## config.mk

```make
export PLATFORM = sky130hd
export DESIGN_NAME = settings_decode
export DESIGN_NICKNAME = d
export VERILOG_FILES = /design/src/rtl/analogizer_pkg.sv /design/src/rtl/settings_decode.sv
export SDC_FILE = /design/constraint.sdc
export NUM_CORES = 1
export LEC_CHECK = 0
export BUFFER_PORTS_ARGS = -buffer_cell sky130_fd_sc_hd__buf_2
export CAP_MARGIN = 20
export CORE_MARGIN = 4
export CORE_UTILIZATION = 32
export CTS_BUF_LIST = sky130_fd_sc_hd__clkbuf_8
export DETAILED_ROUTE_END_ITERATION = 8
export PLACE_DENSITY = 0.75
export SYNTH_ARGS = -nofsm -noshare
export SYNTH_HDL_FRONTEND = slang
export SYNTH_SLANG_ARGS = --single-unit
```

## constraint.sdc

```tcl
create_clock -name i_clk -period 1.3 [get_ports i_clk]
set_clock_uncertainty 0.2 [all_clocks]
set_input_delay 0.26 -clock i_clk [delete_from_list [all_inputs] [get_ports i_clk]]
set_output_delay 0.26 -clock i_clk [all_outputs]
set_load 0.1 [all_outputs]
```

## src/rtl/analogizer_pkg.sv

```systemverilog
/*
 * Shared types and constants for the Analogizer video adapter
 * Settings word layout, video type codes and data widths
 */
`default_nettype none

package analogizer_pkg;

	// ------------------------------------------------------------
	// Data widths
	// ------------------------------------------------------------
	localparam int CFG_WORD_W    = 32;  // Bridge data word
	localparam int CFG_MEM_DEPTH = 16;  // Words behind the settings base
	localparam int CFG_IDX_W     = 4;   // Low address nibble picks the word
	localparam int COLOR_W       = 8;   // Core colour depth per channel
	localparam int DAC_W         = 6;   // Cartridge DAC bits per channel
	localparam int SC_FX_W       = 3;   // Scanline effect code

	// ------------------------------------------------------------
	// Controller types
	// ------------------------------------------------------------
	// Codes from here upward wire the SNAC port as Conf B
	localparam logic [4:0] CONF_B_TYPE       = 5'd16;
	localparam logic [4:0] CONF_A_EXTRA_TYPE = 5'd20;  // Lone Conf A code above the split

	// Analog output format
	// Codes 5 to 9 were scandoubler modes and now only set the scanline effect
	typedef enum logic [3:0] {
		VT_RGBS     = 4'd0,  // Composite sync on the H pin
		VT_RGSB     = 4'd1,  // Sync on green through the SOG switch
		VT_SD_FIRST = 4'd5,
		VT_SD_LAST  = 4'd9
	} video_type_t;

	// ------------------------------------------------------------
	// Settings word
	// ------------------------------------------------------------
	typedef struct packed {
		logic        busy;          // Set by the adapter while in reset
		logic [14:0] rsvd_hi;
		logic        osd;           // OSD request
		logic        blank_screen;  // Blank the Pocket screen
		video_type_t video_type;
		logic [3:0]  cont_assign;   // Controller to player routing
		logic        rsvd_lo;
		logic [4:0]  cont_type;     // SNAC controller type
	} analogizer_cfg_s;

	// Same 32 bits seen by the bridge as a word and by the decoder as fields
	typedef union packed {
		logic [CFG_WORD_W-1:0] raw;
		analogizer_cfg_s       f;
	} analogizer_cfg_u;

endpackage

`default_nettype wire

```

## src/rtl/settings_decode.sv

```systemverilog
/*
 * Settings word decode into registered adapter controls
 * Conf A/B select and scanline effect derivation
 */
`default_nettype none
`timescale 1ns/10ps

module settings_decode import analogizer_pkg::*; (
	input  wire                  i_clk,
	input  wire analogizer_cfg_u i_cfg,
	output logic [4:0]           o_cont_type,
	output logic [3:0]           o_cont_assign,
	output video_type_t          o_video_type,
	output logic [SC_FX_W-1:0]   o_sc_fx,
	output logic                 o_blank_screen,
	output logic                 o_osd,
	output logic                 o_conf_b,
	output logic                 o_busy
);

	logic       sd_mode;  // Old scandoubler code selected
	logic [3:0] sd_idx;

	assign sd_mode = (i_cfg.f.video_type >= VT_SD_FIRST) &&
	                 (i_cfg.f.video_type <= VT_SD_LAST);
	assign sd_idx  = 4'(i_cfg.f.video_type - VT_SD_FIRST);  // 0 off, 1 to 3 scanlines, 4 hq2x

	// ------------------------------------------------------------
	// Field registers
	// ------------------------------------------------------------
	always_ff @(posedge i_clk) begin
		o_cont_type    <= i_cfg.f.cont_type;
		o_cont_assign  <= i_cfg.f.cont_assign;
		o_video_type   <= i_cfg.f.video_type;
		o_blank_screen <= i_cfg.f.blank_screen;
		o_osd          <= i_cfg.f.osd;
		o_busy         <= i_cfg.f.busy;
	end

	// Conf B for the upper controller codes except the lone Conf A one
	always_ff @(posedge i_clk) begin
		o_conf_b <= (o_cont_type >= CONF_B_TYPE) && (o_cont_type != CONF_A_EXTRA_TYPE);
	end

	// Effect follows the last scandoubler code, other types keep it
	always_ff @(posedge i_clk) begin
		if (i_cfg.f.busy) begin
			o_sc_fx <= '0;  // Busy only during and right after reset
		end else if (sd_mode) begin
			o_sc_fx <= sd_idx[SC_FX_W-1:0];
		end
	end

endmodule

`default_nettype wire

```

[Word-level counts from Yosys, hierarchy flattened]
Index checks and enable logic that the tools add are counted.
Storage, ports and cells
  register bits after elaboration: 20
  input bits: 33
  word-level logic and storage cells: 15
Operators by class
  $add $sub $neg: 1
  magnitude comparators: 3
  equal/unequal tests: 1
  reduce and logical (&&, ||, !) cells: 2
Operators with widths (number)
  $ge A5 B5 Y1 const B: 1
  $ne A5 B5 Y1 const B: 1
  $ge A4 B3 Y1 const B: 1
  $le A4 B4 Y1 const B: 1
  $sub A3 B3 Y3 const B: 1
  $logic_and A1 B1 Y1: 2

[Logic depth before layout (Yosys ltp)]
Gate-level depths: netlist (run 1).
  depth in word-level cells: 2
  gate-level depth with buffers: 5

[Least setup slack after synthesis (run 1)]
OpenSTA, ideal clock, no wires.
  path kind: register -> register
  start: reg o_cont_type[2]
  end: reg o_conf_b
  arrival time: 1.381 ns
  required time: 0.974 ns
  path slack: -0.407 ns
  cell stages (with the launch flop): 3
  buffers on the path: 0
  period minus slack after synthesis: 1.707 ns
  cells stage by stage: dfxtp_1 > inv_1 > o41a_1
On the way
  longest elaborated chain between the ends: 2
RTL lines
  start: declaration: line settings_decode.sv:11  | output logic [4:0] o_cont_type,
  start signal: assignment: line settings_decode.sv:32  | o_cont_type <= i_cfg.f.cont_type;
  $ge A5 B5 Y1 or $ne A5 B5 Y1 (tied branches): line settings_decode.sv:42  | o_conf_b <= (o_cont_type >= CONF_B_TYPE) && (o_cont_type != CONF_A_EXTRA_TYPE);
  $logic_and A1 B1 Y1 (*): line settings_decode.sv:42
  end signal: assignment: line settings_decode.sv:42
  end: declaration: line settings_decode.sv:17  | output logic o_conf_b,
Every way passes the cells marked *; elsewhere a longest branch is shown, timed or not.
A chain may end at the register's enable or synchronous reset.

[Worst setup path after layout (run 1)]
  start: in i_cfg[11] (netlist name)
  end: reg o_sc_fx[0]
On the way
  longest elaborated chain between the ends: 2
RTL lines
  start: declaration: line settings_decode.sv:10  | input wire analogizer_cfg_u i_cfg,
  $ge A4 B3 Y1 or $le A4 B4 Y1 (tied branches): line settings_decode.sv:24, settings_decode.sv:25
  $logic_and A1 B1 Y1 (*): line settings_decode.sv:24  | assign sd_mode = (i_cfg.f.video_type >= VT_SD_FIRST) &&
  end signal: assignment: line settings_decode.sv:50  | o_sc_fx <= sd_idx[SC_FX_W-1:0];
  end: declaration: line settings_decode.sv:14  | output logic [SC_FX_W-1:0] o_sc_fx,
Marks and branches as above.

==> flow_summary.json, run 1 <==
{
  "status": "finished with violations",
  "violations": "hold timing, setup timing",
  "setup_viol": 2,
  "hold_violations": 1,
  "p_int_mw": 1.14,
  "clkPwrFrac_pct": 27.2,
  "drive_gt1_share_pct": 71.4,
  "cp_max_fo": 3,
  "grt_first_pass_wirelength_um": 2920,
  "power_density_mw_per_mm2": 1210,
  "globalplace.congestion": 0.684,
  "fin_setup_tns_ns": -0.00418,
  "vias": 521,
  "final_area_mm2": 0.00138,
  "hold_end": "o_video_type[0]$_DFF_P_",
  "holdPathStages": 1,
  "diodes": 0,
  "grt_max_degree": 12,
  "p_leak_nw": 0.610,
  "worstPathArrival_ns": 1.24,
  "core_mm2": 0.00158,
  "syn_nets": 76,
  "antenna_found_initial": 0,
  "cp_slowest_stage_delay_ns": 0.32,
  "area_growth_syn_to_layout_pct": 149,
  "period_share_pct": 100,
  "p_total_mw": 1.67,
  "fp.dieW_um": 49.7,
  "final_cell_mix": "buf_12, dfxtp_2, dlygate4sd3_1",
  "dr.pass1.iters": 4,
  "syn_avg_cell_area_um2": 13.5,
  "dpl_cell_area_mm2": 0.00115,
  "fin_crit_ns": 1.30,
  "routed_wl_um": 1830,
  "wl_per_cell_um": 16.0,
  "final_common_cell": "buf_12",
  "crit_type": "in2reg",
  "clock-sinks": 20,
  "min_path_type": "in2reg",
  "initial_core_util_pct": 35.2,
  "drt_iter0_markers": 6,
  "avgViaCountPerCell": 4.57,
  "io_pins": 53,
  "final_nets": 134,
  "grt_pass1_vias": 594,
  "clkLatencyLatePin_ns": 0.25,
  "critPathBufInv": 2,
  "die_h_um": 49.7,
  "setup_slack_ns": -0.00325,
  "critPathSlowestCell": "mux2_4",
  "cp_cell_sequence": "buf_12 -> inv_12 -> ha_4 -> o21ai_2 -> a2bb2oi_2 -> mux2_4",
  "yosys_warnings": 0,
  "worst-path-stages": 6,
  "critical-path-top-delay-family": "compound AO/OA/AOI/OAI gates",
  "syn_inst": 41,
  "ys_seq_area_share_pct": 72.1,
  "ctsHoldBuffers": 15,
  "drc_errors": 0,
  "grt.total_usage_pct": 16.5,
  "synth-seq-cells": 20,
  "fillers": 72,
  "worst_ep_required_time_ns": 1.24,
  "synth_cell_types": 14,
  "rr_worst_depth": 2,
  "cp-start-kind": "primary input",
  "min_from": "i_cfg[10]",
  "pwr-share-comb_pct": 31.8,
  "fmax_mhz": 767,
  "htree_levels": 1,
  "rows": 14,
  "dieArea_mm2": 0.00247,
  "synth_area_um2": 556,
  "worstSetupEndpointType": "flip-flop",
  "maxCapViolations": 0,
  "ir_drop_mv": 0.873,
  "io_buffers": 36,
  "worstReg2RegEnd": "o_conf_b$_DFF_P_",
  "rsz0062_at_grt": "yes",
  "slew_violations": 0,
  "ant_nets": 0,
  "cts_tree": "yes",
  "worst_slew_pin_slew_ns": 0.197,
  "switching_share_pct": 31.7,
  "reg2reg_from": "o_cont_type[2]$_DFF_P_",
  "gr-total-overflow": 0,
  "place_ws_ns": -0.370,
  "switching_power_uw": 529,
  "path_clk_slew_ns": 0.07,
  "root_buffer": "clkbuf_8",
  "holdWs_ns": -0.0660,
  "slew_headroom_pct": 86.9,
  "rrSetupSlack_ns": 0.23,
  "cts_buffers": 3,
  "clk_path_buf_depth": 2,
  "power.share.sequential_pct": 41.0
}
==> flip-flops by register name, summed over array words and instances (netlist names) <==
| name | count |
|---|---|
| o_cont_type | 5 |
| o_sc_fx | 3 |
| o_blank_screen | 1 |
| o_osd | 1 |
| o_cont_assign | 4 |
| o_video_type | 4 |
| o_busy | 1 |
| o_conf_b | 1 |
==> per-stage QoR <==
step,hold slack [ns],std cells,utilization (%)
floorplan,0.0877,41,-
global placement,0.163,95,72.7
detailed placement,0.164,95,72.7
CTS,-0.0794,114,87.8
global route,-0.0786,114,87.8
finish,-0.0660,114,87.8
==> power groups by stage <==
stage / Clock (mW) / Sequential (mW) / Combinational [mW]
4_1_cts: 0.473 / 0.686 / 0.530
3_5_place_dp: 0 / 0.701 / 0.481
3_3_place_gp: 0 / 0.697 / 0.472
5_1_grt: 0.505 / 0.689 / 0.547
6_report: 0.454 / 0.686 / 0.531
2_1_floorplan: 0 / 0.929 / 0.0441
==> per-layer routing <==
layer | global-route usage, % | wire (µm) | vias to the layer above
li1 | - | - | 248
met1 | 15.2 | 632 | 248
met2 | 33.7 | 1070 | 21
met3 | 2.41 | 100 | 4
met4 | 8.29 | 27 | 0
met5 | 0 | 0 | -
==> worst register-to-register path: cells and delay by family (launching register included) <==
kind / cells / cell delay [ns]
AO/OA/AOI/OAI: 1 / 0.36
flip-flops: 1 / 0.35
buffers and inverters: 1 / 0.05
==> cells in the mapped netlist <==
cell type	number	area [µm²]
a2bb2oi_2	1	15.0
a31oi_1	1	6.26
dfxtp_1	20	400
ha_1	2	25.0
inv_1	3	11.3
mux2_1	2	22.5
mux2i_1	1	10.0
nand2b_1	1	6.26
nor2_1	3	11.3
nor2b_1	3	18.8
nor3_1	1	5.00
o21a_1	1	7.51
o21ai_1	1	5.00
o41a_1	1	11.3
==> layout make-up <==
type	count	area (µm²)	area share, %
clock buffer	4	55.1	3.98
inverter	3	26.3	1.90
multi-input combinational	18	188	13.6
sequential	20	424	30.7
tap	16	20.0	1.45
timing repair buffer	53	671	48.5
==> repair_timing <==
item / CTS / global route
pin swaps: 3 / 3
hold endpoints to repair: 16 / 1
endpoints found under the setup margin: 2 / 2
buffers inserted: 0 / 0
resized for setup: 9 / 0
==> kinds of logic (layout without fill, tap and decap cells) <==
kind of cell             Yosys count  in the layout  synth area share, %
AND/OR/NAND/NOR                    8              8                 7.43
flip-flops                        20             20                 72.1
AO/OA/AOI/OAI                      5              5                 8.11
buffers and inverters              3             60                 2.03
adder cells (fa/ha/maj)            2              2                 4.50
multiplexers                       3              3                 5.86
==> worst max path at each step <==
stage	start	to	slack, ns
final	i_cfg[11]	o_sc_fx[0]$_SDFFE_PP0P_	-0.003
after global routing	i_cfg[11]	o_sc_fx[0]$_SDFFE_PP0P_	-0.03
after CTS	i_cfg[10]	o_sc_fx[0]$_SDFFE_PP0P_	-0.01
after detailed placement	i_cfg[11]	o_sc_fx[0]$_SDFFE_PP0P_	-0.37
after global placement	i_cfg[11]	o_sc_fx[0]$_SDFFE_PP0P_	-0.29
after floorplan	o_cont_type[2]$_DFF_P_	o_conf_b$_DFF_P_	-0.1
Power figures use the tool's default switching activity.
==> run 2: changes to the inputs <==
- ABC_AREA: unset -> 1
- CORE_UTILIZATION: 32 -> 33
- PLACE_DENSITY: 0.75 -> 0.76
- SKIP_LAST_GASP: unset -> 1
==> flow_summary.json, run 2 <==
{
  "clkLatencyLatePin_ns": 0.26,
  "ys_seq_area_share_pct": 70.8,
  "final_nets": 148,
  "worst_ep_required_time_ns": 0.84,
  "holdWs_ns": 0.269,
  "synth_top_area_share_pct": 70.8,
  "globalplace.congestion": 0.663,
  "place_ws_ns": -0.144,
  "critPathSlowestCell": "dfxtp_2",
  "worst_slew_pin_slew_ns": 0.154,
  "power.share.sequential_pct": 37.6,
  "hold_violations": 0,
  "post-route-util_pct": 85.5,
  "ir_drop_mv": 1.28,
  "grt_pass1_vias": 676,
  "root_buffer": "clkbuf_8",
  "drive_gt1_share_pct": 57.1,
  "crit_type": "reg2out",
  "multiInputGateArea_um2": 130,
  "period_share_pct": 97.5,
  "avgViaCountPerCell": 4.74,
  "synth-edff-count": 0,
  "cp_cell_sequence": "buf_12",
  "critical-path-top-delay-family": "flip-flops",
  "worstPathArrival_ns": 0.81,
  "antenna_found_initial": 0,
  "core_mm2": 0.00156,
  "synth.most_common_cell": "dfxtp_1",
  "fin_setup_tns_ns": 0,
  "vias": 607,
  "ant_nets": 0,
  "cts_tree": "yes",
  "drt_iter0_markers": 4,
  "cp-start-kind": "flip-flop",
  "synth-seq-cells": 20,
  "slew_headroom_pct": 89.6,
  "io_pins": 53,
  "final_cell_mix": "dfxtp_2, buf_12, dlygate4sd3_1, buf_2, inv_1",
  "drc_errors": 0,
  "htree_levels": 1,
  "syn_avg_cell_area_um2": 10.3,
  "setup_slack_ns": 0.0324,
  "syn_inst": 55,
  "syn_nets": 90,
  "power_density_mw_per_mm2": 1390,
  "fmax_mhz": 789,
  "synth_top_area_cell": "dfxtp_1",
  "largest_register_ffs": 5,
  "gr-total-overflow": 0,
  "clkPwrFrac_pct": 33.2,
  "fp.dieW_um": 49.4,
  "synthTopCellsByCount": "dfxtp_1, inv_1, nand2_1",
  "regArea_um2": 425,
  "p_leak_nw": 0.637,
  "io_buffers": 36,
  "async_flop_share_pct": 0,
  "grt.total_usage_pct": 20.2,
  "cp_max_fo": 2,
  "grt_max_degree": 13,
  "wl_per_cell_um": 17.6,
  "dp.cells": 108,
  "worstSetupEndpointType": "output port",
  "min_path_type": "in2reg",
  "initial_core_util_pct": 36.3,
  "rows": 14,
  "dr.pass1.iters": 4,
  "critPathBufInv": 1,
  "grt_first_pass_wirelength_um": 3510,
  "reg.largest.list": "o_cont_type: 5 flops, o_cont_assign: 4 flops, o_video_type: 4 flops",
  "slew_violations": 0,
  "synthTopCellsByArea": "dfxtp_1, inv_1, nand2_1",
  "diodes": 0,
  "fin_crit_ns": 1.27,
  "area_growth_syn_to_layout_pct": 136,
  "switching_power_uw": 575,
  "place_hpwl_um": 1280,
  "maxCapViolations": 0,
  "clk_path_buf_depth": 2,
  "switching_share_pct": 31.1,
  "path_clk_slew_ns": 0.07,
  "fillers": 72,
  "die_h_um": 49.4,
  "max_flop_register": "o_cont_type",
  "routed_wl_um": 2250,
  "cp_slowest_stage_delay_ns": 0.37,
  "p_int_mw": 1.27,
  "clock-sinks": 20,
  "synth_area_um2": 566,
  "status": "finished clean",
  "setup_viol": 0,
  "cts_buffers": 3,
  "synth_cell_types": 11,
  "dieArea_mm2": 0.00244,
  "fin_cells": 128,
  "yosys_warnings": 0,
  "pwr-share-comb_pct": 29.3,
  "synthFlopType": "dfxtp_1"
}
[run 2: per-stage QoR]
stage | power (mW) | instance area [µm²]
after CTS | 1.85 | 1330
after floorplan | 0.987 | 591
after detailed placement | 1.20 | 1100
after global routing | 1.90 | 1330
after global placement | 1.18 | 1100
final | 1.85 | 1330
[run 2: final timing paths]
| check | from | to | slack (ns) | cells past startpoint |
|---|---|---|---|---|
| worst max-delay path | o_cont_type[4]$_DFF_P_ | o_cont_type[4] | 0.03 | 1 |
| worst min-delay path | i_cfg[10] | o_sc_fx[0]$_SDFFE_PP0P_ | 0.27 | 5 |
| worst max register to register | o_cont_type[0]$_DFF_P_ | o_conf_b$_DFF_P_ | 0.31 | 3 |
| worst min register to register | o_cont_type[4]$_DFF_P_ | o_conf_b$_DFF_P_ | 0.29 | 1 |
[run 2: cell type report]
class / count / share of cell area [%]
clock buffers: 3 / 3.10
repair buffers: 53 / 48.6
clock inverters: 1 / 2.25
well taps: 16 / 1.50
inverters: 10 / 2.82
flip-flops and latches: 20 / 31.9
multi-input cells: 25 / 9.77
[run 2: power by group through the flow]
stage / logic, mW / clock network (mW) / registers (mW)
floorplan: 0.0381 / 0 / 0.949
global placement: 0.481 / 0 / 0.702
detailed placement: 0.490 / 0 / 0.706
CTS: 0.532 / 0.623 / 0.694
global route: 0.555 / 0.653 / 0.697
finish: 0.540 / 0.612 / 0.694
[run 2: routing by layer]
metal	wire length [µm]	vias up	GRT usage [%]
li1	-	276	-
met1	827	284	19.7
met2	1140	39	35.9
met3	206	8	7.95
met4	71	0	11.1
met5	0	-	0
[run 2: logic make-up after synthesis]
| kind of cell | after synthesis | synth area share (%) |
|---|---|---|
| DFF | 20 | 70.8 |
| buffers and inverters | 10 | 6.64 |
| AOI/OAI and AO/OA | 5 | 4.87 |
| and+or+nand+nor | 18 | 13.3 |
| adders and majority gates | 2 | 4.42 |
[run 2: repair_timing]
action,in CTS,in global routing
hold buffers,16,0
gates resized for setup,0,1
endpoints found under the setup margin,0,3
setup buffers,0,0
hold endpoints to repair,16,0
